===== config.mk =====
export PLATFORM = sky130hd
export DESIGN_NAME = mmu_flag_table
export DESIGN_NICKNAME = d
export VERILOG_FILES = /design/src/logic/mmu_flag_table.sv
export VERILOG_INCLUDE_DIRS = /design/src /design/src/logic
export SDC_FILE = /design/constraint.sdc
export NUM_CORES = 1
export LEC_CHECK = 0
export BUFFER_PORTS_ARGS = -buffer_cell sky130_fd_sc_hd__buf_2
export CAP_MARGIN = 10
export CORE_MARGIN = 2
export CORE_UTILIZATION = 55
export CTS_CLUSTER_SIZE = 30
export DETAILED_ROUTE_END_ITERATION = 10
export MAX_ROUTING_LAYER = met4
export PLACE_DENSITY = 0.72
export SETUP_SLACK_MARGIN = 0.2
export SLEW_MARGIN = 30
export SYNTH_ARGS = -nofsm -noshare
export SYNTH_HDL_FRONTEND = slang
export SYNTH_SLANG_ARGS = --single-unit

===== constraint.sdc =====
create_clock -name iCLOCK -period 1.3 [get_ports iCLOCK]
set_input_delay 0.26 -clock iCLOCK [delete_from_list [all_inputs] [get_ports iCLOCK]]
set_output_delay 0.26 -clock iCLOCK [all_outputs]
set_load 0.02 [all_outputs]

===== src/logic/ldst_defines.svh =====
`ifndef LDST_DEFINES_SVH
`define LDST_DEFINES_SVH

// Byte address and data word widths
`define LDST_ADDR_W 16
`define LDST_DATA_W 32

// Page index comes from the top address bits, 4 KB per page
`define LDST_PAGE_BITS 4
`define LDST_PAGE_NUM (1 << `LDST_PAGE_BITS)

// Word index into the data RAM, above the 2-bit byte offset
`define LDST_RAM_AW 8
`define LDST_RAM_DEPTH (1 << `LDST_RAM_AW)

// MMU flag word layout
`define MMU_FLAG_W 12
`define MMU_PRIV_LSB 4

`endif

===== src/logic/mmu_flag_table.sv =====
`timescale 1ns/10ps
`default_nettype none

`include "ldst_defines.svh"

module mmu_flag_table (
	input  wire                        iCLOCK,
	input  wire                        inRESET,
	// Configuration write port
	input  wire                        cfg_we,
	input  wire [`LDST_PAGE_BITS-1:0]  cfg_page,
	input  wire [`MMU_FLAG_W-1:0]      cfg_flags,
	// Lookup port
	input  wire                        lookup_en,
	input  wire [`LDST_PAGE_BITS-1:0]  lookup_page,
	output logic [`MMU_FLAG_W-1:0]     lookup_flags
);

	logic [`MMU_FLAG_W-1:0] flags [`LDST_PAGE_NUM];

	// All pages start out kernel only
	always_ff @(posedge iCLOCK or negedge inRESET) begin
		if (!inRESET) begin
			for (int i = 0; i < `LDST_PAGE_NUM; i++) begin
				flags[i] <= '0;
			end
		end
		else if (cfg_we) begin
			flags[cfg_page] <= cfg_flags;
		end
	end

	// Registered lookup, flags valid the cycle after lookup_en
	always_ff @(posedge iCLOCK or negedge inRESET) begin
		if (!inRESET) begin
			lookup_flags <= '0;
		end
		else if (lookup_en) begin
			lookup_flags <= flags[lookup_page];
		end
	end

	// Reconfiguring a page while it is looked up gives undefined flags
	a_no_cfg_lookup_clash: assert property (
		@(posedge iCLOCK) disable iff (!inRESET)
		(cfg_we && lookup_en) |-> (cfg_page != lookup_page)
	);

endmodule

`default_nettype wire


# [Word-level counts from Yosys, hierarchy flattened]
# Cells that the tools add are included.
[classes] order_cmp=3 mux=6 bitwise_logic=2 n_reduce_logical=1
[ops] operator="192-bit bitwise mux" n=1
[ops] operator="12-bit binary-select mux with 4-bit select" n=1
[ops] operator="12-bit demux with 4-bit select" n=1
[ops] operator="12-bit two-way mux" n=3
[ops] operator="5-bit greater-or-equal comparator, second input constant" n=2
[ops] operator="4-bit NOT with 5-bit output" n=2
[ops] operator="5-bit by 1-bit less-than comparator with 1-bit output, second input constant" n=1
[ops] operator="1-bit logical AND" n=1
[word_totals] ff_bits=204 in_bits=24 wordCells=29

# [Depth between registers and ports, before layout]
[logic_depth] depth_word=6 depth_mapped=5 depth_no_buf=3

# [Worst setup path before layout]
# Ideal clock, no wire load.
[synth_timing] path_kind="input to register" startpoint="input port lookup_page[1]" endpoint="register lookup_flags[4]" setup_ns=0.146 arrival_time_ns=1.390 t_required_ns=1.154 setup_slack_ns=-0.236 path_stages=5 path_buffers=2 cell_sequence="buf_4 buf_4 mux4_2 o22ai_1 a221oi_1"
[synth_between] elab_chain_cells=4
[synth_lines] item="start, declared" line="mmu_flag_table.sv:15" rtl="input wire [`LDST_PAGE_BITS-1:0] lookup_page,"
[synth_lines] item="4-bit NOT with 5-bit output (not written as such)" line="mmu_flag_table.sv:39" rtl="lookup_flags <= flags[lookup_page];"
[synth_lines] item="12-bit binary-select mux with 4-bit select" line="mmu_flag_table.sv:39"
[synth_lines] item="12-bit two-way mux (not written as such) (2 in series)" line="mmu_flag_table.sv:39"
[synth_lines] item="end signal, assigned" line="mmu_flag_table.sv:39"
[synth_lines] item="end, declared" line="mmu_flag_table.sv:16" rtl="output logic [`MMU_FLAG_W-1:0] lookup_flags"
# No other way between the ends. The select of a mux whose other input is x is not followed.
# A chain may end at the register's enable or synchronous reset.

# [Final worst setup path]
[layout_timing] startpoint="register flags[8] (netlist bit)" endpoint="register lookup_flags[8]"
[layout_between] elab_chain_cells=3
[layout_lines] item="start, declared" line="mmu_flag_table.sv:19" rtl="logic [`MMU_FLAG_W-1:0] flags [`LDST_PAGE_NUM];"
[layout_lines] item="start signal, assigned by index" line="mmu_flag_table.sv:29" rtl="flags[cfg_page] <= cfg_flags;"
[layout_lines] item="12-bit binary-select mux with 4-bit select" line="mmu_flag_table.sv:39"
[layout_lines] item="12-bit two-way mux (not written as such) (2 in series)" line="mmu_flag_table.sv:39"
# No other way between the ends. The select of a mux whose other input is x is not followed.

==> flow_summary_export.csv <==
group,metric,value,unit
outcome,status,"complete, but fails checks",
outcome,violations,"setup timing",
sta,worst_clock_skew,0.00565,ns
sta,hold_violations,0,
synth,synth_top_flop_cell,"dfrtp_1",
sta,fin_crit,1.39,ns
final_layout,nets,676,
drt,drt-total-wl,21.3,mm
sta,tightest_slew,0.891,ns
drt,wire_per_inst,24.0,um
clocking,cts_sinks,204,
global_routing,grt_pass1_wl,34.4,mm
global_routing,antenna_found_initial,0,
critical_path,r2r_cells,3,
clocking,clk_latency,0.50,ns
synth,synthCells,567,
sta,grt_setup_unrepaired,"yes",
sta,final_max_slew_viol_count,0,
placement,dp_hpwl,13.4,mm
clocking,cts-root-buf,"clkbuf_16",
critical_path,critPathLaunchType,"flip-flop",
synth,syn-num-nets,591,
power,powerDensity,1620,nW/um^2
floorplan,pin_count,36,
drt,via_count,5393,
global_routing,grt.total_usage,26.0,%
synth,synth_edf_count,0,
sta,fmax,721,MHz
synth,yosys.area.top_type,"dfrtp_1",
final_layout,final_util,69.9,%
floorplan,core_area,16400,um^2
critical_path,cp-end-kind,"flip-flop",
synth,synth.area.top_cells,"dfrtp_1, mux2_2, mux4_2, mux2_4, mux2i_1",
floorplan,die_w,133,um
critical_path,worstPathMaxFanout,2,
synth,async_reset_ff_share,100,%
critical_path,critPathTopFamily,"multiplexers",
global_routing,grt_max_degree,59,
floorplan,start_util,55.6,%
clocking,cts_tree,"built",
placement,gp_congestion,0.802,
final_layout,layout-drive-gt1-share,63.6,%
clocking,cts_buffer_depth,3,
clocking,ctsHtreeMaxLevel,1,
final_layout,antenna_cells,0,
critical_path,crit_buf_inv,0,
synth,synth_top_area_share,55.9,%
critical_path,crit_type,"reg -> reg",
job,cap_violations,0,
drt,viasPerCell,6.10,
floorplan,die-area,17600,um^2
synth,postSynthAreaPerCell,16.1,um^2
drt,drcViolationCount,0,
synth,ys_ff_latch,204,
floorplan,die_h,133,um
critical_path,cpMaxStageDelayCell,"mux4_2",
sta,relSlewSlack,40.6,%
drt,antenna_left,0,
clocking,numCtsBuffers,22,
critical_path,worstPathCellList,"mux4_2 -> mux2i_2 -> a221oi_2",
critical_path,cp_slowest_stage_delay,0.48,ns
drt,drt-initial-drc-count,348,
synth,syn_area,9130,um^2
critical_path,worstPathArrival,1.73,ns
synth,synth_cell_type_count,25,
worst_hold_path,hold_path_class,"in -> async",
clocking,cts.clk_slew.worst_paths,0.06,ns
power,peakVddDrop,0.981,mV
floorplan,rows,47,
sta,final.setup.worst_slack,-0.0863,ns
final_layout,layout-area-overhead-vs-synth,25.6,%
placement,dp_worst_setup_slack,-0.467,ns
power,p_total,18.5,mW
power,power.leakage,4.99,nW
synth,yosysWarnings,0,
global_routing,grt_pass1_vias,5965,
critical_path,required,1.64,ns
sta,period_share,107,%
critical_path,cp_num_cells,3,
global_routing,overflow,0,
sta,setup_violations,21,
synth,ys_seq_area_share,55.9,%
drt,first_pass_iters,4,
placement,port_buffers,35,
[path summary, 6_finish.rpt]
| path | startpoint | to | slack (ns) |
|---|---|---|---|
| max | flags[8] | lookup_flags[8] | -0.09 |
| max in group asynchronous | inRESET | flags[169] | 0.50 |
| max reg2reg | flags[8] | lookup_flags[8] | -0.09 |
| min in group iCLOCK | cfg_flags[5] | flags[101] | 0.24 |
| min | inRESET | flags[67] | 0.21 |
| min reg2reg | flags[32] | flags[32] | 0.49 |
[per-stage QoR]
| step | cells | area [um^2] | hold WS [ns] | TNS (ns) |
|---|---|---|---|---|
| after global placement | 834 | 10400 | 0.158 | -41.55 |
| after global routing | 884 | 11500 | 0.217 | -1.38 |
| final | 884 | 11500 | 0.206 | -0.617 |
| after detailed placement | 834 | 10400 | 0.160 | -45.40 |
| after CTS | 878 | 11300 | 0.205 | -0.724 |
| after floorplan | 567 | 9540 | -0.0356 | -7.36 |
[sequential cells by signal, indices dropped and copies added, names as in the netlist]
| name | count |
|---|---|
| lookup_flags | 12 |
| flags | 192 |
[cell usage after synthesis, types with 2 or more instances]
master    instances
dfrtp_1         204
mux2_2          181
mux4_2           48
buf_2            22
nor2_1           18
clkbuf_1         17
a221oi_1         12
mux2i_1          12
o22ai_1          12
mux2_4           10
buf_4             6
nor3_1            5
nand2b_1          4
nand2_1           2
nand3_1           2
nand3b_1          2
or3_1             2
[cell type report]
type	instances	area, um^2
flip-flops and latches	204	5110
fillers	1088	4940
multi-input cells	317	4300
repair buffers	107	1120
clock buffers	33	653
well taps	220	275
clock inverters	3	15.0
[cell usage in the layout (no fill, tap or decap), drive strengths merged]
cell,synthesis,routed
nor4,1,1
clkinv,0,3
clkbuf,17,36
and2,1,1
mux4,48,48
a221oi,12,12
nand2,2,2
nor3,6,6
or4,1,2
dlygate4sd3,0,1
or3,2,2
mux2,192,192
buf,30,103
nand2b,4,4
nand3b,2,2
o22ai,12,12
nand3,2,2
mux2i,12,12
nor2,18,18
dfrtp,204,204
or2,1,1
[cell families after synthesis]
group | share of synthesized area (%)
mux | 37.3
flops | 55.9
buf+inv | 2.56
simple gates | 2.29
compound gates | 1.97
[layer usage]
metal,up-vias,routed length [um],part of all wire [%],global-route usage [%]
li1,2292,-,-,-
met1,2921,9500,45,35.9
met2,133,10300,48,41.1
met3,47,838,3.9,3.45
met4,0,635,3.0,7.53
met5,-,0,0,-
[report_power, final]
part | total [mW] | internal (mW) | leakage [nW] | switching (mW)
clock network | 5.89 | 3.44 | 0.331 | 2.45
registers | 8.66 | 7.82 | 2.49 | 0.835
logic | 3.99 | 2.57 | 2.17 | 1.42
[repair_timing]
item,4_1_cts,5_1_grt
pin swaps,8,4
cloned,0,1
buffers inserted,7,5
setup endpoints to repair,25,59
hold buffers,1,0
gates resized for setup,49,18
endpoints found under the hold margin,204,0
(Power assumes the default switching activity.)
