$ cat src/logic/ldst_defines.svh
`ifndef LDST_DEFINES_SVH
`define LDST_DEFINES_SVH

// Byte address and data word widths
`define LDST_ADDR_W 16
`define LDST_DATA_W 32

// Page index comes from the top address bits, 4 KB per page
`define LDST_PAGE_BITS 4
`define LDST_PAGE_NUM (1 << `LDST_PAGE_BITS)

// Word index into the data RAM, above the 2-bit byte offset
`define LDST_RAM_AW 8
`define LDST_RAM_DEPTH (1 << `LDST_RAM_AW)

// MMU flag word layout
`define MMU_FLAG_W 12
`define MMU_PRIV_LSB 4

`endif
$ cat src/logic/mmu_prot_pkg.sv
package mmu_prot_pkg;

	// Privilege field of the MMU flag word
	typedef enum logic [1:0] {
		PRIV_KERNEL_ONLY       = 2'd0,
		PRIV_ALL_RO            = 2'd1,
		PRIV_KERNEL_RW_USER_RO = 2'd2,
		PRIV_ALL_RW            = 2'd3
	} priv_field_t;

	// Exception numbers reported on the response channel
	typedef enum logic [6:0] {
		EXC_NONE      = 7'h00,
		EXC_PRIVILEGE = 7'h08
	} except_num_t;

endpackage

$ cat src/logic/exec_types_pkg.sv
package exec_types_pkg;

	// Load/store execute controller states
	typedef enum logic [1:0] {
		EXEC_IDLE   = 2'd0,
		EXEC_LOOKUP = 2'd1,
		EXEC_ACCESS = 2'd2,
		EXEC_RESP   = 2'd3
	} exec_state_t;

	// Direction of the memory access
	typedef enum logic {
		LDST_OP_LOAD  = 1'b0,
		LDST_OP_STORE = 1'b1
	} ldst_op_t;

endpackage

$ cat src/logic/execute_ldst_ctrl.sv
`timescale 1ns/10ps
`default_nettype none

`include "ldst_defines.svh"

module execute_ldst_ctrl
	import exec_types_pkg::*;
	import mmu_prot_pkg::*;
(
	input  wire                          iCLOCK,
	input  wire                          inRESET,
	input  wire                          flush,
	// Request channel
	input  wire                          req_valid,
	input  ldst_op_t                     req_op,
	input  wire [`LDST_ADDR_W-1:0]       req_addr,
	input  wire [`LDST_DATA_W-1:0]       req_wdata,
	output logic                         req_ready,
	// Response channel
	output logic                         resp_valid,
	output logic                         resp_except,
	output except_num_t                  resp_except_num,
	output logic [`LDST_DATA_W-1:0]      resp_rdata,
	input  wire                          resp_ready,
	// Checker side
	output exec_state_t                  state,
	output logic                         accept,
	input  wire                          except_valid,
	input  except_num_t                  except_num,
	// Flag table lookup
	output logic                         lookup_en,
	output logic [`LDST_PAGE_BITS-1:0]   lookup_page,
	// Data RAM
	output logic                         ram_en,
	output logic                         ram_we,
	output logic [`LDST_RAM_AW-1:0]      ram_addr,
	output logic [`LDST_DATA_W-1:0]      ram_wdata,
	input  wire [`LDST_DATA_W-1:0]       ram_rdata
);

	ldst_op_t                op_q;
	logic [`LDST_RAM_AW-1:0] word_q;
	logic [`LDST_DATA_W-1:0] wdata_q;
	logic                    exc_q;
	except_num_t             exc_num_q;
	logic                    resp_capture;

	assign req_ready    = (state == EXEC_IDLE);
	assign accept       = req_valid && req_ready;
	// Table lookup is started on the accept edge itself
	assign lookup_en    = accept;
	assign lookup_page  = req_addr[`LDST_ADDR_W-1 -: `LDST_PAGE_BITS];
	// First RESP cycle, before the response is presented
	assign resp_capture = (state == EXEC_RESP) && !resp_valid;

	always_ff @(posedge iCLOCK or negedge inRESET) begin
		if (!inRESET) begin
			state      <= EXEC_IDLE;
			op_q       <= LDST_OP_LOAD;
			exc_q      <= 1'b0;
			exc_num_q  <= EXC_NONE;
			resp_valid <= 1'b0;
		end
		else if (flush) begin
			state      <= EXEC_IDLE;
			exc_q      <= 1'b0;
			exc_num_q  <= EXC_NONE;
			resp_valid <= 1'b0;
		end
		else begin
			case (state)
				EXEC_IDLE: begin
					if (accept) begin
						op_q  <= req_op;
						exc_q <= 1'b0;
						state <= EXEC_LOOKUP;
					end
				end
				EXEC_LOOKUP: begin
					exc_q     <= except_valid;
					exc_num_q <= except_num;
					state     <= except_valid ? EXEC_RESP : EXEC_ACCESS;
				end
				EXEC_ACCESS: begin
					state <= EXEC_RESP;
				end
				EXEC_RESP: begin
					if (resp_capture) begin
						resp_valid <= 1'b1;
					end
					else if (resp_ready) begin
						resp_valid <= 1'b0;
						state      <= EXEC_IDLE;
					end
				end
				default: state <= EXEC_IDLE;
			endcase
		end
	end

	// Request payload
	always_ff @(posedge iCLOCK) begin
		if (accept) begin
			word_q  <= req_addr[`LDST_RAM_AW+1:2];
			wdata_q <= req_wdata;
		end
	end

	// Response payload, read data is zero for stores and exceptions
	always_ff @(posedge iCLOCK) begin
		if (resp_capture) begin
			resp_except     <= exc_q;
			resp_except_num <= exc_num_q;
			resp_rdata      <= (exc_q || op_q == LDST_OP_STORE) ? '0 : ram_rdata;
		end
	end

	assign ram_en    = (state == EXEC_ACCESS);
	assign ram_we    = ram_en && (op_q == LDST_OP_STORE);
	assign ram_addr  = word_q;
	assign ram_wdata = wdata_q;

	a_resp_stable: assert property (
		@(posedge iCLOCK) disable iff (!inRESET || flush)
		(resp_valid && !resp_ready) |=> resp_valid && $stable(resp_except)
			&& $stable(resp_except_num) && $stable(resp_rdata)
	);

	// RAM is only touched after a lookup that passed the privilege check
	a_ram_after_check: assert property (
		@(posedge iCLOCK) disable iff (!inRESET)
		ram_en |-> (state == EXEC_ACCESS) && ($past(state) == EXEC_LOOKUP)
			&& !$past(except_valid)
	);

endmodule

`default_nettype wire

$ cat config.mk
export PLATFORM = sky130hd
export DESIGN_NAME = execute_ldst_ctrl
export DESIGN_NICKNAME = d
export VERILOG_FILES = /design/src/logic/mmu_prot_pkg.sv /design/src/logic/exec_types_pkg.sv /design/src/logic/execute_ldst_ctrl.sv
export VERILOG_INCLUDE_DIRS = /design/src /design/src/logic
export SDC_FILE = /design/constraint.sdc
export NUM_CORES = 1
export LEC_CHECK = 0
export ABC_CLOCK_PERIOD_IN_PS = 5290
export BUFFER_PORTS_ARGS = -buffer_cell sky130_fd_sc_hd__buf_2
export CELL_PAD_IN_SITES_DETAIL_PLACEMENT = 0
export CELL_PAD_IN_SITES_GLOBAL_PLACEMENT = 1
export CORE_MARGIN = 8
export CORE_UTILIZATION = 37
export CTS_CLUSTER_DIAMETER = 80
export DETAILED_ROUTE_END_ITERATION = 10
export MAX_ROUTING_LAYER = met4
export PLACE_DENSITY_LB_ADDON = 0.1
export SLEW_MARGIN = 10
export SYNTH_ARGS = -nofsm -noshare
export SYNTH_HDL_FRONTEND = slang
export SYNTH_SLANG_ARGS = --single-unit
$ cat constraint.sdc
create_clock -name iCLOCK -period 5.29 [get_ports iCLOCK]
set_input_delay 1.058 -clock iCLOCK [delete_from_list [all_inputs] [get_ports iCLOCK]]
set_output_delay 1.058 -clock iCLOCK [all_outputs]
set_load 0.01 [all_outputs]
Yosys cells after proc, flatten, opt, wreduce, memory -nomap -nowiden
Cells that the tools add are included.

storage, ports and cells
  flip-flop bits (word level) = 92
  bits of input ports = 94
  word-level logic and storage cells = 46
  output and inout port bits = 92

operators by class
  reduce and logical (&&, ||, !) cells = 14
  eq/ne operators = 6
  bitwise gates (word level) = 1
  mux-type cells = 15

operators with widths
  cell                                                                      count
  7-bit two-way mux                                                         2
  2-bit two-way mux                                                         4
  2-bit one-hot mux with 4 select lines                                     1
  1-bit two-way mux                                                         7
  3-bit inequality test (second input constant)                             2
  3-bit AND reduction                                                       2
  3-bit nonzero test                                                        2
  2-bit equality test (second input constant)                               2
  2-bit AND reduction                                                       2
  2-bit nonzero test                                                        2
  1-bit logical AND                                                         3
  3-bit by 2-bit inequality test with 1-bit output (second input constant)  1
  2-bit by 1-bit equality test with 1-bit output (second input constant)    1
  2-bit logical NOT                                                         1
  1-bit one-hot mux with 2 select lines                                     1
  1-bit logical NOT                                                         1
  1-bit logical OR                                                          1
  1-bit NOT                                                                 1

Depth between registers and ports, before layout
  word-level depth = 5
  depth in mapped cells = 6
  depth with buffers taken out = 5

Worst setup path before layout
No wires, ideal clock.

  path type = input to output
  start = input port req_valid
  end = output port lookup_en
  data arrival time = 2403 ps
  path buffers = 1
  required time = 4232 ps
  cell stages on the path = 2
  path slack = 1829 ps
  cell sequence = and2_1 > buf_4

between the ends
  cells in the longest elaborated chain, start to end = 1

ends and longest elaborated chain
  what                RTL line                 source
  start: declaration  execute_ldst_ctrl.sv:14  input wire req_valid,
  1-bit logical AND   execute_ldst_ctrl.sv:49  assign accept = req_valid && req_ready;
  end: declaration    execute_ldst_ctrl.sv:31  output logic lookup_en,

No other way between the ends.

Worst setup path in the final report
  start = register state[1]
  end = output port lookup_en

between the ends
  cells in the longest elaborated chain, start to end = 2

ends and longest elaborated chain
  what                      RTL line                 source
  start: declaration        execute_ldst_ctrl.sv:26  output exec_state_t state,
  start signal: assignment  execute_ldst_ctrl.sv:82  state <= except_valid ? EXEC_RESP : EXEC_ACCESS;
  2-bit logical NOT         execute_ldst_ctrl.sv:48  assign req_ready = (state == EXEC_IDLE);
  1-bit logical AND         execute_ldst_ctrl.sv:49

No other way between the ends.

==> impl_metrics.ini <==
[yosys]
synth_top_family_by_area = simple AND/OR/NAND/NOR gates
synth_mux_area_frac = 0.02487
synthesis.nets = 275
netlist_area_sq_um = 3271
synthFlopType = edfxtp_1
async_flop_share = 0.1304
synth_xor_area_frac = 0
synth_cell_types = 25
syn-instance-count = 177
synth_edf_count = 80
synth-compound-area-share = 0.01454
synth-seq-cells = 92
yosysSeqAreaShare = 0.8263
synthAdderAreaFrac = 0.01530
synth.avg_cell_area_sq_um = 18.48
synthSimpleGateAreaFrac = 0.09717
ys_warn_count = 0

[finish]
fin_cells = 466
nNetsFinal = 451
n_antenna_cell = 0
drive_gt1_frac = 0.5363
syn_to_final_growth_pct = 34.51
fin_area_sq_um = 4399
final_cell_mix = buf_2 (173), edfxtp_1 (80), and2_1 (33)
fillers = 815
final_common_cell = buf_2

[sta]
slew_headroom = 0.2518
setup_viol = 0
hold_viol = 0
fin_crit_ns = 2.843
rsz0062_at_grt = no
post-route-period-util = 0.5375
slew_violations = 0
worst_pin_slew_ns = 1.120
fmax_mhz = 351.7
fin_skew_ns = 0.006771
tns_ns = 0

[grt]
antenna_found_initial = 0
grt_max_degree = 41
grt-ovfl-total = 0
grt_pass1_wl_mm = 11.95
grt_pass1_vias = 2209
grt_usage = 0.1360

[placement]
numPortBuffers = 173
routabilityCongestion = 0.7006
place_area_sq_um = 4232
hpwl_mm = 6.270
placed_cells = 450

[floorplanning]
dieHeight_um = 110.0
fp-row-count = 34
die-area_sq_um = 12100
start_util = 0.3787
die_x_um = 110.0
top_level_ports = 186
core_area_sq_um = 8636

[power_and_ir_drop]
p_sw_mw = 0.5732
p_comb_frac = 0.254
p_leak_nw = 1.910
powerDensity_nw_per_um2 = 434.4
p_int_mw = 1.338
swShare = 0.2999
vdd_ir_drop_max_v = 0.0002166
p_seq_frac = 0.531
power.total_mw = 1.911
power_frac_clock = 0.214

[setup_path]
required_ns = 4.23
arrival_ns = 1.79
crit_chain = inv_1 -> ha_1 -> and2_2 -> buf_2
r2r_start = state[1]
critPathBufInv = 2
timing.critical_path.slowest_stage_cell = dfrtp_1
slowest_delay_ns = 0.48
crit_fanout = 15
cp-startpoint = state[1]
worstSetupEndpointType = primary output
path_class = reg -> out
start_kind = register
path_delay_family = flip-flops

[run]
cap_viol_max_count = 0

[outcome]
status = finished, final reports clean

[clock_tree]
clk_latency_ns = 0.34
ctsLongestPathBuffers = 2
cts_max_level = 3
ctsHoldBuffers = 0
cts_inserted_buffers = 9
cts.sinks = 92
cts_setup_buffers = 0
cts_tree = built
path_clk_slew_ns = 0.09
cts_resized = 0
clockRootBuffer = clkbuf_8

[route]
routedWlPerCell_um = 17.76
first_pass_iters = 4
drtIter0Drc = 69
post_drt_via_cell_ratio = 4.485
detail-route-antenna-nets = 0
vias = 2090
route.detailed.drc = 0
wirelength_mm = 8.277

[worst_hold_path]
hp-start = exc_num_q[3]
min_path_type = reg -> reg
==> path summary, 6_finish.rpt <==
check / to / slack (ns) / cells past startpoint
worst min register to register: resp_except_num[3] / 0.45 / 0
worst max register to register: op_q / 2.99 / 6
min in group asynchronous: exc_num_q[5] / 0.59 / 1
max in group asynchronous: exc_num_q[3] / 4.48 / 1
worst max-delay path: lookup_en / 2.45 / 4
worst min-delay path: resp_except_num[3] / 0.45 / 0
==> per-layer routing <==
| metal | global-route usage | share of wire | wire [um] | vias up |
|---|---|---|---|---|
| met2 | 0.2260 | 0.51 | 4239 | 85 |
| met5 | - | 0 | 0 | - |
| met4 | 0.05207 | 0.0068 | 56 | 0 |
| li1 | - | - | - | 983 |
| met1 | 0.1550 | 0.41 | 3363 | 1012 |
| met3 | 0.03430 | 0.075 | 617 | 10 |
==> sequential cells by signal, indices dropped and copies added, names as in the netlist <==
signal,flops
resp_except_num,7
resp_valid,1
exc_num_q,7
ram_addr,8
op_q,1
resp_rdata,32
state,2
resp_except,1
exc_q,1
ram_wdata,32
==> cell families (layout without fill, tap and decap cells) <==
| family | after synthesis | after routing |
|---|---|---|
| AO/OA/AOI/OAI | 8 | 8 |
| adder cells (fa/ha/maj) | 4 | 4 |
| buffers and inverters | 12 | 193 |
| flip-flops | 92 | 92 |
| multiplexers | 8 | 8 |
| AND/OR/NAND/NOR | 53 | 53 |
==> metrics by stage <==
step / hold WS, ns / util / worst slack, ns
global route: 0.4728 / 0.5094 / 2.263
global placement: 0.4334 / 0.4900 / 2.542
detailed placement: 0.4353 / 0.4900 / 2.512
CTS: 0.4525 / 0.5094 / 2.419
floorplan: 0.4242 / - / 1.829
finish: 0.4518 / 0.5094 / 2.447
==> Yosys cell counts (all sizes together) (2+ instances only) <==
| cell type | n | area share |
|---|---|---|
| nor2b | 2 | 0.0038 |
| nand2b | 2 | 0.0038 |
| clkbuf | 4 | 0.0046 |
| a21oi | 4 | 0.0061 |
| dfrtp | 12 | 0.092 |
| mux2i | 7 | 0.021 |
| inv | 2 | 0.0023 |
| ha | 4 | 0.015 |
| and2 | 34 | 0.065 |
| o21ai | 2 | 0.0031 |
| edfxtp | 80 | 0.73 |
| nor2 | 8 | 0.0092 |
| buf | 6 | 0.015 |
==> cell type report <==
class                           instances  area [sq um]  area share
Multi-Input combinational cell         73         505.5      0.1149
Timing Repair Buffer                  175         880.8      0.2002
Inverter                                2         7.507    0.001706
Clock inverter                          6         40.04    0.009101
Sequential cell                        92          2703      0.6143
Clock buffer                           10         127.6     0.02901
Tap cell                              108         135.1     0.03072
==> power by group through the flow <==
| stage | combinational [mW] | clock [mW] | sequential (mW) |
|---|---|---|---|
| 4_1_cts | 0.500 | 0.429 | 1.02 |
| 5_1_grt | 0.539 | 0.454 | 1.03 |
| 2_1_floorplan | 0.233 | 0 | 1.09 |
| 3_3_place_gp | 0.493 | 0 | 1.03 |
| 6_report | 0.486 | 0.409 | 1.02 |
| 3_5_place_dp | 0.499 | 0 | 1.03 |
Note: power is estimated with default switching activity, not from simulation.
