## src/logic/ldst_defines.svh

```systemverilog
`ifndef LDST_DEFINES_SVH
`define LDST_DEFINES_SVH

// Byte address and data word widths
`define LDST_ADDR_W 16
`define LDST_DATA_W 32

// Page index comes from the top address bits, 4 KB per page
`define LDST_PAGE_BITS 4
`define LDST_PAGE_NUM (1 << `LDST_PAGE_BITS)

// Word index into the data RAM, above the 2-bit byte offset
`define LDST_RAM_AW 8
`define LDST_RAM_DEPTH (1 << `LDST_RAM_AW)

// MMU flag word layout
`define MMU_FLAG_W 12
`define MMU_PRIV_LSB 4

`endif
```

## src/logic/mmu_prot_pkg.sv

```systemverilog
package mmu_prot_pkg;

	// Privilege field of the MMU flag word
	typedef enum logic [1:0] {
		PRIV_KERNEL_ONLY       = 2'd0,
		PRIV_ALL_RO            = 2'd1,
		PRIV_KERNEL_RW_USER_RO = 2'd2,
		PRIV_ALL_RW            = 2'd3
	} priv_field_t;

	// Exception numbers reported on the response channel
	typedef enum logic [6:0] {
		EXC_NONE      = 7'h00,
		EXC_PRIVILEGE = 7'h08
	} except_num_t;

endpackage

```

## src/logic/exec_types_pkg.sv

```systemverilog
package exec_types_pkg;

	// Load/store execute controller states
	typedef enum logic [1:0] {
		EXEC_IDLE   = 2'd0,
		EXEC_LOOKUP = 2'd1,
		EXEC_ACCESS = 2'd2,
		EXEC_RESP   = 2'd3
	} exec_state_t;

	// Direction of the memory access
	typedef enum logic {
		LDST_OP_LOAD  = 1'b0,
		LDST_OP_STORE = 1'b1
	} ldst_op_t;

endpackage

```

## src/logic/execute_exception_check_ldst.sv

```systemverilog
`timescale 1ns/10ps
`default_nettype none

`include "ldst_defines.svh"

module execute_exception_check_ldst
	import exec_types_pkg::*;
	import mmu_prot_pkg::*;
(
	input  wire                    iCLOCK,
	input  wire                    inRESET,
	input  wire                    flush,
	// Controller state and request accept strobe
	input  exec_state_t            state,
	input  wire                    accept,
	// Privilege context of the request
	input  wire                    kernel,
	input  wire                    paging,
	input  ldst_op_t               op,
	// Flags of the accessed page
	input  wire [`MMU_FLAG_W-1:0]  mmu_flags,
	output logic                   except_valid,
	output except_num_t            except_num
);

	logic        kernel_q;
	logic        paging_q;
	ldst_op_t    op_q;
	priv_field_t priv_field;
	logic        priv_error;

	// Context is captured once, at the request handshake
	always_ff @(posedge iCLOCK or negedge inRESET) begin
		if (!inRESET) begin
			kernel_q <= 1'b0;
			paging_q <= 1'b0;
			op_q     <= LDST_OP_LOAD;
		end
		else if (flush) begin
			kernel_q <= 1'b0;
			paging_q <= 1'b0;
			op_q     <= LDST_OP_LOAD;
		end
		else if (accept) begin
			kernel_q <= kernel;
			paging_q <= paging;
			op_q     <= op;
		end
	end

	function automatic logic priv_check(input logic is_kernel, input logic is_store,
	                                    input priv_field_t field);
		logic err;
		err = 1'b0;
		if (is_kernel) begin
			// Kernel only trips on a read-only page
			err = (field == PRIV_ALL_RO) && is_store;
		end
		else begin
			case (field)
				PRIV_KERNEL_ONLY:       err = 1'b1;
				PRIV_ALL_RO,
				PRIV_KERNEL_RW_USER_RO: err = is_store;
				default:                err = 1'b0;
			endcase
		end
		return err;
	endfunction

	assign priv_field = priv_field_t'(mmu_flags[`MMU_PRIV_LSB +: 2]);
	assign priv_error = paging_q && priv_check(kernel_q, op_q == LDST_OP_STORE, priv_field);

	// Flags are only meaningful while the lookup result is on the bus
	assign except_valid = priv_error && (state == EXEC_LOOKUP);
	assign except_num   = except_valid ? EXC_PRIVILEGE : EXC_NONE;

	// A reported exception must steer the controller straight to the response
	a_except_to_resp: assert property (
		@(posedge iCLOCK) disable iff (!inRESET || flush)
		except_valid |-> (except_num == EXC_PRIVILEGE) ##1 (state == EXEC_RESP)
	);

endmodule

`default_nettype wire

```

## config.mk

```make
export PLATFORM = sky130hd
export DESIGN_NAME = execute_exception_check_ldst
export DESIGN_NICKNAME = d
export VERILOG_FILES = /design/src/logic/mmu_prot_pkg.sv /design/src/logic/exec_types_pkg.sv /design/src/logic/execute_exception_check_ldst.sv
export VERILOG_INCLUDE_DIRS = /design/src /design/src/logic
export SDC_FILE = /design/constraint.sdc
export NUM_CORES = 1
export LEC_CHECK = 0
export BUFFER_PORTS_ARGS = -buffer_cell sky130_fd_sc_hd__buf_2
export CORE_AREA = 8 8 45 47
export DETAILED_ROUTE_END_ITERATION = 6
export DIE_AREA = 0 0 53 55
export PLACE_DENSITY = 0.48
export SLEW_MARGIN = 20
export SYNTH_ARGS = -nofsm -noshare
export SYNTH_HDL_FRONTEND = slang
export SYNTH_SLANG_ARGS = --single-unit
```

## constraint.sdc

```tcl
create_clock -name iCLOCK -period 1 [get_ports iCLOCK]
set_input_delay 0.1 -clock iCLOCK [delete_from_list [all_inputs] [get_ports iCLOCK]]
set_output_delay 0.1 -clock iCLOCK [all_outputs]
set_load 0.1 [all_outputs]
```

# Yosys cells after proc, flatten, opt, wreduce, memory -nomap -nowiden
# Index checks and enable logic that the tools add are counted.
# word_totals
register_bits,3
inputBits,21
output_inout_bits,8
word_cells,21
# classes
eq_ne,3
muxes,9
n_reduce_logical,6
# ops
op,count
1-bit two-way mux,7
2-bit by 1-bit == test with 1-bit output (second input constant),2
4-bit two-way mux,1
1-bit logical AND,3
2-bit == test (second input constant),1
2-bit zero test,1
1-bit case mux with 2 select lines,1
2-bit nonzero test,1
2-bit OR reduction,1

# Longest topological paths before layout
# Gate-level depths: netlist (run 1).
# logic_depth
word_depth,7
depth_mapped,6
mapped_depth_nobuf,5

# Least setup slack after synthesis (run 1)
# Ideal clock, no wire load.
# synth_path
path_kind,register to output
start,reg op_q
end,out except_num[3]
arrival_ns,1.704
required_ns,0.900
slack_ns,-0.804
path_stages_with_launch,5
path_buffers,1
cell_sequence,dfrtp_1 -> nand2_1 -> a21oi_1 -> o21a_1 -> buf_4
# synth_via
elab_chain_len,5
elab_cells_between_ends,6
classes_between,mux (3); reduce/logical (3)
# synth_lines
element,line_no,text
from (decl),execute_exception_check_ldst.sv:28,ldst_op_t op_q;
from (signal assigned),execute_exception_check_ldst.sv:47,op_q <= op;
1-bit case mux with 2 select lines / 1-bit logical AND (equally long branches),"execute_exception_check_ldst.sv:60, execute_exception_check_ldst.sv:57",
1-bit two-way mux *,execute_exception_check_ldst.sv:55,if (is_kernel) begin
1-bit logical AND *,execute_exception_check_ldst.sv:71,"assign priv_error = paging_q && priv_check(kernel_q, op_q == LDST_OP_STORE, priv_field);"
1-bit logical AND *,execute_exception_check_ldst.sv:74,assign except_valid = priv_error && (state == EXEC_LOOKUP);
net except_valid,execute_exception_check_ldst.sv:22,"output logic except_valid,"
4-bit two-way mux *,execute_exception_check_ldst.sv:75,assign except_num = except_valid ? EXC_PRIVILEGE : EXC_NONE;
to (decl),execute_exception_check_ldst.sv:23,output except_num_t except_num
# The timed path passes the listed nets; every way through them passes the cells marked *.

# Worst setup path after layout (run 1)
# layout_path
start,reg op_q
end,out except_num[3]
# layout_via
elab_chain_len,5
elab_cells_between_ends,6
classes_between,mux (3); reduce/logical (3)
# layout_lines
element,line_no
1-bit case mux with 2 select lines / 1-bit logical AND (equally long branches),"execute_exception_check_ldst.sv:60, execute_exception_check_ldst.sv:57"
1-bit two-way mux *,execute_exception_check_ldst.sv:55
1-bit logical AND *,execute_exception_check_ldst.sv:71
1-bit logical AND *,execute_exception_check_ldst.sv:74
4-bit two-way mux *,execute_exception_check_ldst.sv:75
# Mark *: on every way between the ends. The rest lies on a longest branch, timed or not.

==> results of run 1 <==
per-stage QoR:
stage / setup slack, ns / TNS [ns] / hold slack (ns)
after global placement: -0.134 / -0.268 / -0.102
final: -0.302 / -0.604 / 0.0567
after CTS: -0.310 / -0.621 / 0.0497
after floorplan: -0.201 / -0.201 / -0.196
after detailed placement: -0.139 / -0.277 / -0.101
after global routing: -0.335 / -0.669 / 0.0650
how the worst max path moves through the flow:
stage	start	end	slack [ns]	cells past startpoint
2_1_floorplan	op_q$_DFFE_PN0P_	except_num[3]	-0.20	4
3_3_place_gp	mmu_flags[5]	except_num[3]	-0.13	7
3_5_place_dp	mmu_flags[5]	except_valid	-0.14	7
4_1_cts	op_q$_DFFE_PN0P_	except_valid	-0.31	4
5_1_grt	op_q$_DFFE_PN0P_	except_num[3]	-0.33	4
6_report	op_q$_DFFE_PN0P_	except_num[3]	-0.30	4
final cells by class:
cell class | instances | area, µm²
repair buffers | 15 | 115
fillers | 161 | 980
inverters | 2 | 10.0
clock buffers | 4 | 26.3
flip-flops and latches | 3 | 75.1
well taps | 16 | 20.0
multi-input cells | 21 | 158
layout by cell type (no fill, tap or decap), types with 2 or more instances in the layout:
cell	n
buf_12	2
buf_2	10
buf_4	2
clkbuf_4	3
conb_1	6
dfrtp_1	3
ha_1	2
mux2i_1	3
nor2_1	4
timing repair:
item / CTS / global route
buffers inserted: 1 / 0
setup endpoints to repair: 2 / 2
endpoints found under the hold margin: 3 / 0
pin swaps: 1 / 0
hold buffers: 1 / 0
logic make-up after synthesis:
kind of cell | synth area share
buffers and inverters | 0.240
AND/OR/NAND/NOR | 0.105
AO/OA/AOI/OAI | 0.0700
multiplexers | 0.120
adder cells (fa/ha/maj) | 0.150
flip-flops | 0.300
other | 0.0150
critical path, cell delays in order, from the launching register on:
cell and delay, ns:
dfrtp_1 0.39, a21oi_1 0.13, nor2_1 0.07, o21a_4 0.21, buf_12 0.16
per-layer routing:
layer	share of wire	wire length, µm	up-vias
li1	-	-	109
met1	0.35	196	93
met2	0.53	299	9
met3	0.11	62	0
met4	0	0	0
met5	0	0	-
flip-flops by register name, indices dropped and copies added, names as in the netlist:
| name | flops |
|---|---|
| op_q | 1 |
| paging_q | 1 |
| kernel_q | 1 |
power by group:
group	switching, mW	internal, mW	total [mW]
clock network	0.0599	0.149	0.209
registers	0.00541	0.129	0.134
logic	0.135	0.0421	0.177
==> metrics.csv, run 1 <==
metric;value;unit
status;finished with violations;
failing checks;negative setup slack;
Die Area;2920;µm²
Reg clk slew, reported paths;0.04;ns
Worst R2R Start;op_q$_DFFE_PN0P_;
Resize count post-CTS;0;
P_leak;0.210;nW
Post-Synthesis Cells;28;
final layout net count;70;
Residual DRC;0;
ANT cells;0;
gpl congestion;0.610;
Rows;14;
Cell variety after synth;11;
Die X-Extent;53;µm
RSZ-0062 raised after global routing;true;
dominant cell type by area after synthesis;dfrtp_1;
Seq/Total Area, Yosys;0.300;
share of layout cells above drive strength 1;0.489;
Setup CP Type;register to output port;
first-pass GRT wire length;752;µm
most common cell in the netlist;buf_4;
CP required;0.90;ns
top_reg_cell synth;dfrtp_1;
CTS sink count;3;
die span in y;55;µm
Hold Path End;op_q$_DFFE_PN0P_;
total power divided by cell area;1290;nW/µm²
WL per Instance;9.16;µm
Root Driver;clkbuf_4;
HP Class;input pin to register;
share of the synthesized area in the top cell type;0.300;
WL final;559;µm
clock buffer count from CTS;3;
CTS Buffer Depth;2;
Area growth, synth to finish;61.5;%
initial core utilization;0.181;
DP Area;360;µm²
Syn Area/Cell;8.94;µm²
total track usage;0.0372;
Vias/cell;3.46;
port bufs;12;
Peak Freq;768;MHz
Final WS setup;-0.302;ns
Ports;29;
Tmin final;1.30;ns
GRT busiest layer;met2;
Core Region;1380;µm²
Post-synth top cells;buf_4, nor2_1, dfrtp_1, ha_1, mux2i_1;
hold path cells;2;
largest net degree at the start of global routing;4;
Max-cap violations;0;
Max Clock Skew;0;ns
vias in the first global route;225;
crit end category;output port;
r2r worst-path depth;3;
post-route ant nets;0;
Max VDD drop;0.452;mV
# H-tree levels;1;
GR met2 Demand/Resource;0.0645;
Inst Count DP;55;
post-synth design cell area;250;µm²
reg2reg end;op_q$_DFFE_PN0P_;
CTS tree;built;
Pwr Total;521;µW
GR Util met3;0.0187;
hold path start;flush;
number of flops mapped to enable cells by yosys;0;
Ys Warns;0;
initial antenna violation count;0;
Initial DRC Count;1;
Final Cycle Share;1.30;
M1 GR Usage;0.0289;
Crit Path Max Fanout;3;
via count;211;
ranking of synthesized cells by area;dfrtp_1, buf_4, ha_1;
Final Hold Viols;0;
Max Slew Vio Count;0;
first-pass iteration count of the detailed router;2;
worst endpoint data arrival time;1.20;ns
clk_lat worst skew;0.23;ns
Startpoint Class;register;
Yosys reg bits;3;
flop-to-flop setup slack;0.20;ns
total congestion overflow;0;
final setup fails;2;
Finished Layout Cells;61;
Async SR Flop Fraction;1.00;
utilization after layout;0.292;
post-route design area;404;µm²
(Power assumes the default switching activity.)
==> inputs of run 2 (changes only) <==
Settings changed: CELL_PAD_IN_SITES_DETAIL_PLACEMENT from default to 1, CELL_PAD_IN_SITES_GLOBAL_PLACEMENT from default to 2, CORE_AREA 8 8 45 47 to default, CORE_MARGIN from default to 8, CORE_UTILIZATION from default to 12, DIE_AREA 0 0 53 55 to default, PLACE_DENSITY 0.48 to 0.63.
==> metrics.csv, run 2 (synthesis gave the netlist of run 1 again) <==
metric;value;unit
Tmin final;1.28;ns
final hold slack;0.0574;ns
Vias/cell;2.89;
initial core utilization;0.128;
gpl congestion;0.617;
total power divided by cell area;1230;nW/µm²
hold path start;flush;
WL final;674;µm
RSZ-0062 raised after global routing;true;
Initial DRC Count;0;
Final WS setup;-0.284;ns
Worst R2R Start;kernel_q$_DFFE_PN0P_;
Max Clock Skew;0;ns
switch share;0.386;
utilization after layout;0.219;
CTS Buffer Depth;2;
ANT cells;0;
Psw;205;µW
first-pass iteration count of the detailed router;1;
Startpoint Class;register;
CP required;0.90;ns
P_leak;0.215;nW
clk_lat worst skew;0.23;ns
flop-to-flop setup slack;0.28;ns
Final Cycle Share;1.28;
die span in y;61.7;µm
Reg power frac;0.255;
CTS sink count;3;
CTS tree;built;
HP Class;input pin to register;
final layout net count;71;
largest net degree at the start of global routing;4;
first-pass GRT wire length;924;µm
total track usage;0.0382;
Rows;16;
total negative slack;-0.568;ns
Internal Power;325;µW
status;finished with violations;
Setup CP Type;register to output port;
failing checks;negative setup slack;
Core Region;1960;µm²
port bufs;12;
Ports;29;
Final Hold Viols;0;
Largest regs;kernel_q x1, op_q x1, paging_q x1;
Combinational Power Share;0.349;
worst endpoint data arrival time;1.18;ns
Die X-Extent;61.7;µm
Max-cap violations;0;
share of layout cells above drive strength 1;0.522;
Root Driver;clkbuf_4;
initial antenna violation count;0;
worst slack at placement;-0.144;ns
crit path launch;op_q$_DFFE_PN0P_;
Die Area;3800;µm²
crit end category;output port;
Pwr Total;530;µW
Max Slew Vio Count;0;
commonest non-fill, non-tap cell in the layout;buf_2;
Crit Path Max Fanout;3;
Reg clk slew, reported paths;0.04;ns
total congestion overflow;0;
WL per Instance;9.23;µm
# H-tree levels;1;
most frequent cells in the layout;buf_2, conb_1, nor2_1;
Area growth, synth to finish;71.5;%
vias in the first global route;228;
clock buffer count from CTS;3;
post-route ant nets;0;
Residual DRC;0;
final setup fails;2;
clock share of power;0.396;
Peak Freq;779;MHz
Max VDD drop;0.346;mV
via count;211;
## run 2: changes by cell type in the layout (fill, tap and decap cells not counted)
cell / before / now
a21oi_1: 1 / 0
buf_4: 2 / 3
a21oi_2: 1 / 2
## run 2: power by group through the flow
stage	Sequential, mW	Combinational [mW]	Clock (mW)
finish	0.135	0.185	0.210
floorplan	0.135	0.153	0
global route	0.136	0.197	0.229
detailed placement	0.137	0.179	0
global placement	0.136	0.177	0
CTS	0.135	0.182	0.223
## run 2: final timing paths
check                                        to  depth (start not counted)
min reg2reg                paging_q$_DFFE_PN0P_                          2
max                                except_valid                          4
min                            op_q$_DFFE_PN0P_                          2
max reg2reg                kernel_q$_DFFE_PN0P_                          2
max in group asynchronous  paging_q$_DFFE_PN0P_                          2
min in group asynchronous  kernel_q$_DFFE_PN0P_                          2
## run 2: through the flow
| step | std cells | area [µm²] |
|---|---|---|
| 2_1_floorplan | 33 | 308 |
| 3_3_place_gp | 68 | 389 |
| 3_5_place_dp | 68 | 389 |
| 4_1_cts | 73 | 425 |
| 5_1_grt | 73 | 429 |
| 6_report | 73 | 429 |
## run 2: area by class of cell
class                           instances  area, µm²
Clock buffer                            4       26.3
Sequential cell                         3       75.1
Inverter                                2       10.0
Timing Repair Buffer                   16        123
Tap cell                               27       33.8
Fill cell                             254       1530
Multi-Input combinational cell         21        161
## run 2: critical path, cell delays in order, from the launching register on
cell and delay (ns):
dfrtp_1 0.39, a21oi_2 0.12, nor2_1 0.06, o21a_4 0.21, buf_12 0.16
## run 2: routing by layer
layer	wire, µm	vias up	GRT usage
li1	-	112	-
met1	296	84	0.0364
met2	239	13	0.0414
met3	130	2	0.0418
met4	8	0	0.0390
met5	0	-	0
## run 2: timing repair
| item | CTS | global route |
|---|---|---|
| hold buffers | 1 | 0 |
| pin swaps | 1 | 0 |
| resized for setup | 0 | 1 |
| setup endpoints to repair | 2 | 2 |
| endpoints found under the hold margin | 3 | 0 |
| buffers inserted | 0 | 0 |
==> inputs of run 3 (changes only) <==
Settings changed: SETUP_SLACK_MARGIN from default to 0.5.
==> metrics.csv, run 3 (synthesis gave the netlist of run 1 again) <==
metric;value;unit
status;finished with violations;
failing checks;negative setup slack;
Largest regs;kernel_q x1, op_q x1, paging_q x1;
P_leak;0.205;nW
Worst path depth;4;
Peak Freq;780;MHz
post-route ant nets;0;
Crit Path Max Fanout;3;
clk_lat worst skew;0.23;ns
Setup CP Type;register to output port;
clock buffer count from CTS;3;
Max Clock Skew;0;ns
CTS tree;built;
Crit-path slowest cell;dfrtp_1;
commonest non-fill, non-tap cell in the layout;buf_2;
Area growth, synth to finish;65.5;%
initial core utilization;0.128;
Initial DRC Count;1;
Final Hold Viols;0;
Reg power frac;0.258;
vias in the first global route;228;
crit-path cells;a21oi_2 > nor2_1 > o21a_4 > buf_12;
Combinational Power Share;0.343;
CTS sink count;3;
CP required;0.90;ns
switch share;0.388;
Startpoint Class;register;
Reg clk slew, reported paths;0.04;ns
Tmin final;1.28;ns
WL final;670;µm
Ports;29;
post-DP HPWL;607;µm
Die X-Extent;61.7;µm
via count;216;
Finished Layout Cells;71;
Final WS setup;-0.281;ns
Final Cycle Share;1.28;
Inst Count DP;66;
Max Slew Vio Count;0;
worst endpoint data arrival time;1.18;ns
Vias/cell;3.04;
final layout net count;69;
total negative slack;-0.562;ns
Residual DRC;0;
Max VDD drop;0.266;mV
Die Area;3800;µm²
final setup fails;2;
die span in y;61.7;µm
Root Driver;clkbuf_4;
Crit path max-delay family;flip-flops;
total congestion overflow;0;
Rows;16;
clock share of power;0.399;
# H-tree levels;1;
CP bufs+invs;1;
final hold slack;0.0643;ns
HP Class;input pin to register;
Internal Power;320;µW
initial antenna violation count;0;
first-pass GRT wire length;903;µm
total track usage;0.0353;
ANT cells;0;
r2r worst-path depth;2;
Core Region;1960;µm²
port bufs;12;
hold path cells;2;
Setup Buffers After CTS;0;
Psw;203;µW
Max stage delay on crit path;0.39;ns
WL per Instance;9.44;µm
crit end category;output port;
CTS Buffer Depth;2;
total power divided by cell area;1260;nW/µm²
first-pass iteration count of the detailed router;2;
Max-cap violations;0;
share of layout cells above drive strength 1;0.500;
most frequent cells in the layout;buf_2, conb_1, nor2_1;
utilization after layout;0.211;
RSZ-0062 raised after global routing;true;
gpl congestion;0.639;
largest net degree at the start of global routing;4;
==> run 3: per-layer routing <==
| metal | routed length, µm | global-route usage |
|---|---|---|
| met2 | 239 | 0.0399 |
| met3 | 106 | 0.0292 |
| met1 | 324 | 0.0400 |
| met4 | 0 | 0.0292 |
| met5 | 0 | 0 |
==> run 3: cell type report <==
class / instances / area (µm²)
repair buffers: 14 / 108
clock buffers: 4 / 26.3
inverters: 2 / 10.0
well taps: 27 / 33.8
multi-input cells: 21 / 161
fillers: 254 / 1550
flip-flops and latches: 3 / 75.1
==> run 3: power by group through the flow <==
stage	registers [mW]	logic, mW	clock network (mW)
floorplan	0.135	0.153	0
global placement	0.136	0.172	0
finish	0.135	0.180	0.209
detailed placement	0.136	0.173	0
global route	0.136	0.190	0.227
CTS	0.135	0.177	0.224
==> run 3: what timing repair did <==
action	CTS	global route
hold buffers	1	0
hold endpoints to repair	3	0
resized for setup	0	1
setup endpoints to repair	5	5
pin swaps	1	0
==> run 3: worst register-to-register path, cell delays in order, from the launching register on <==
cell	delay [ns]
dfrtp_1	0.40
mux2i_1	0.14
nor2_1	0.05
==> run 3: stage by stage <==
step / worst slack [ns] / cell area (µm²) / total power, mW
CTS: -0.317 / 410 / 0.535
global placement: -0.143 / 374 / 0.308
global route: -0.351 / 414 / 0.553
detailed placement: -0.141 / 374 / 0.309
finish: -0.281 / 414 / 0.523
floorplan: -0.201 / 308 / 0.288
==> run 3: path summary, 6_finish.rpt <==
kind	end	start	slack (ns)
setup reg to reg	kernel_q$_DFFE_PN0P_	kernel_q$_DFFE_PN0P_	0.29
hold reg to reg	paging_q$_DFFE_PN0P_	paging_q$_DFFE_PN0P_	0.54
hold / removal	paging_q$_DFFE_PN0P_	flush	0.06
min in group asynchronous	op_q$_DFFE_PN0P_	inRESET	0.20
max in group asynchronous	kernel_q$_DFFE_PN0P_	inRESET	0.69
setup / recovery	except_valid	op_q$_DFFE_PN0P_	-0.28
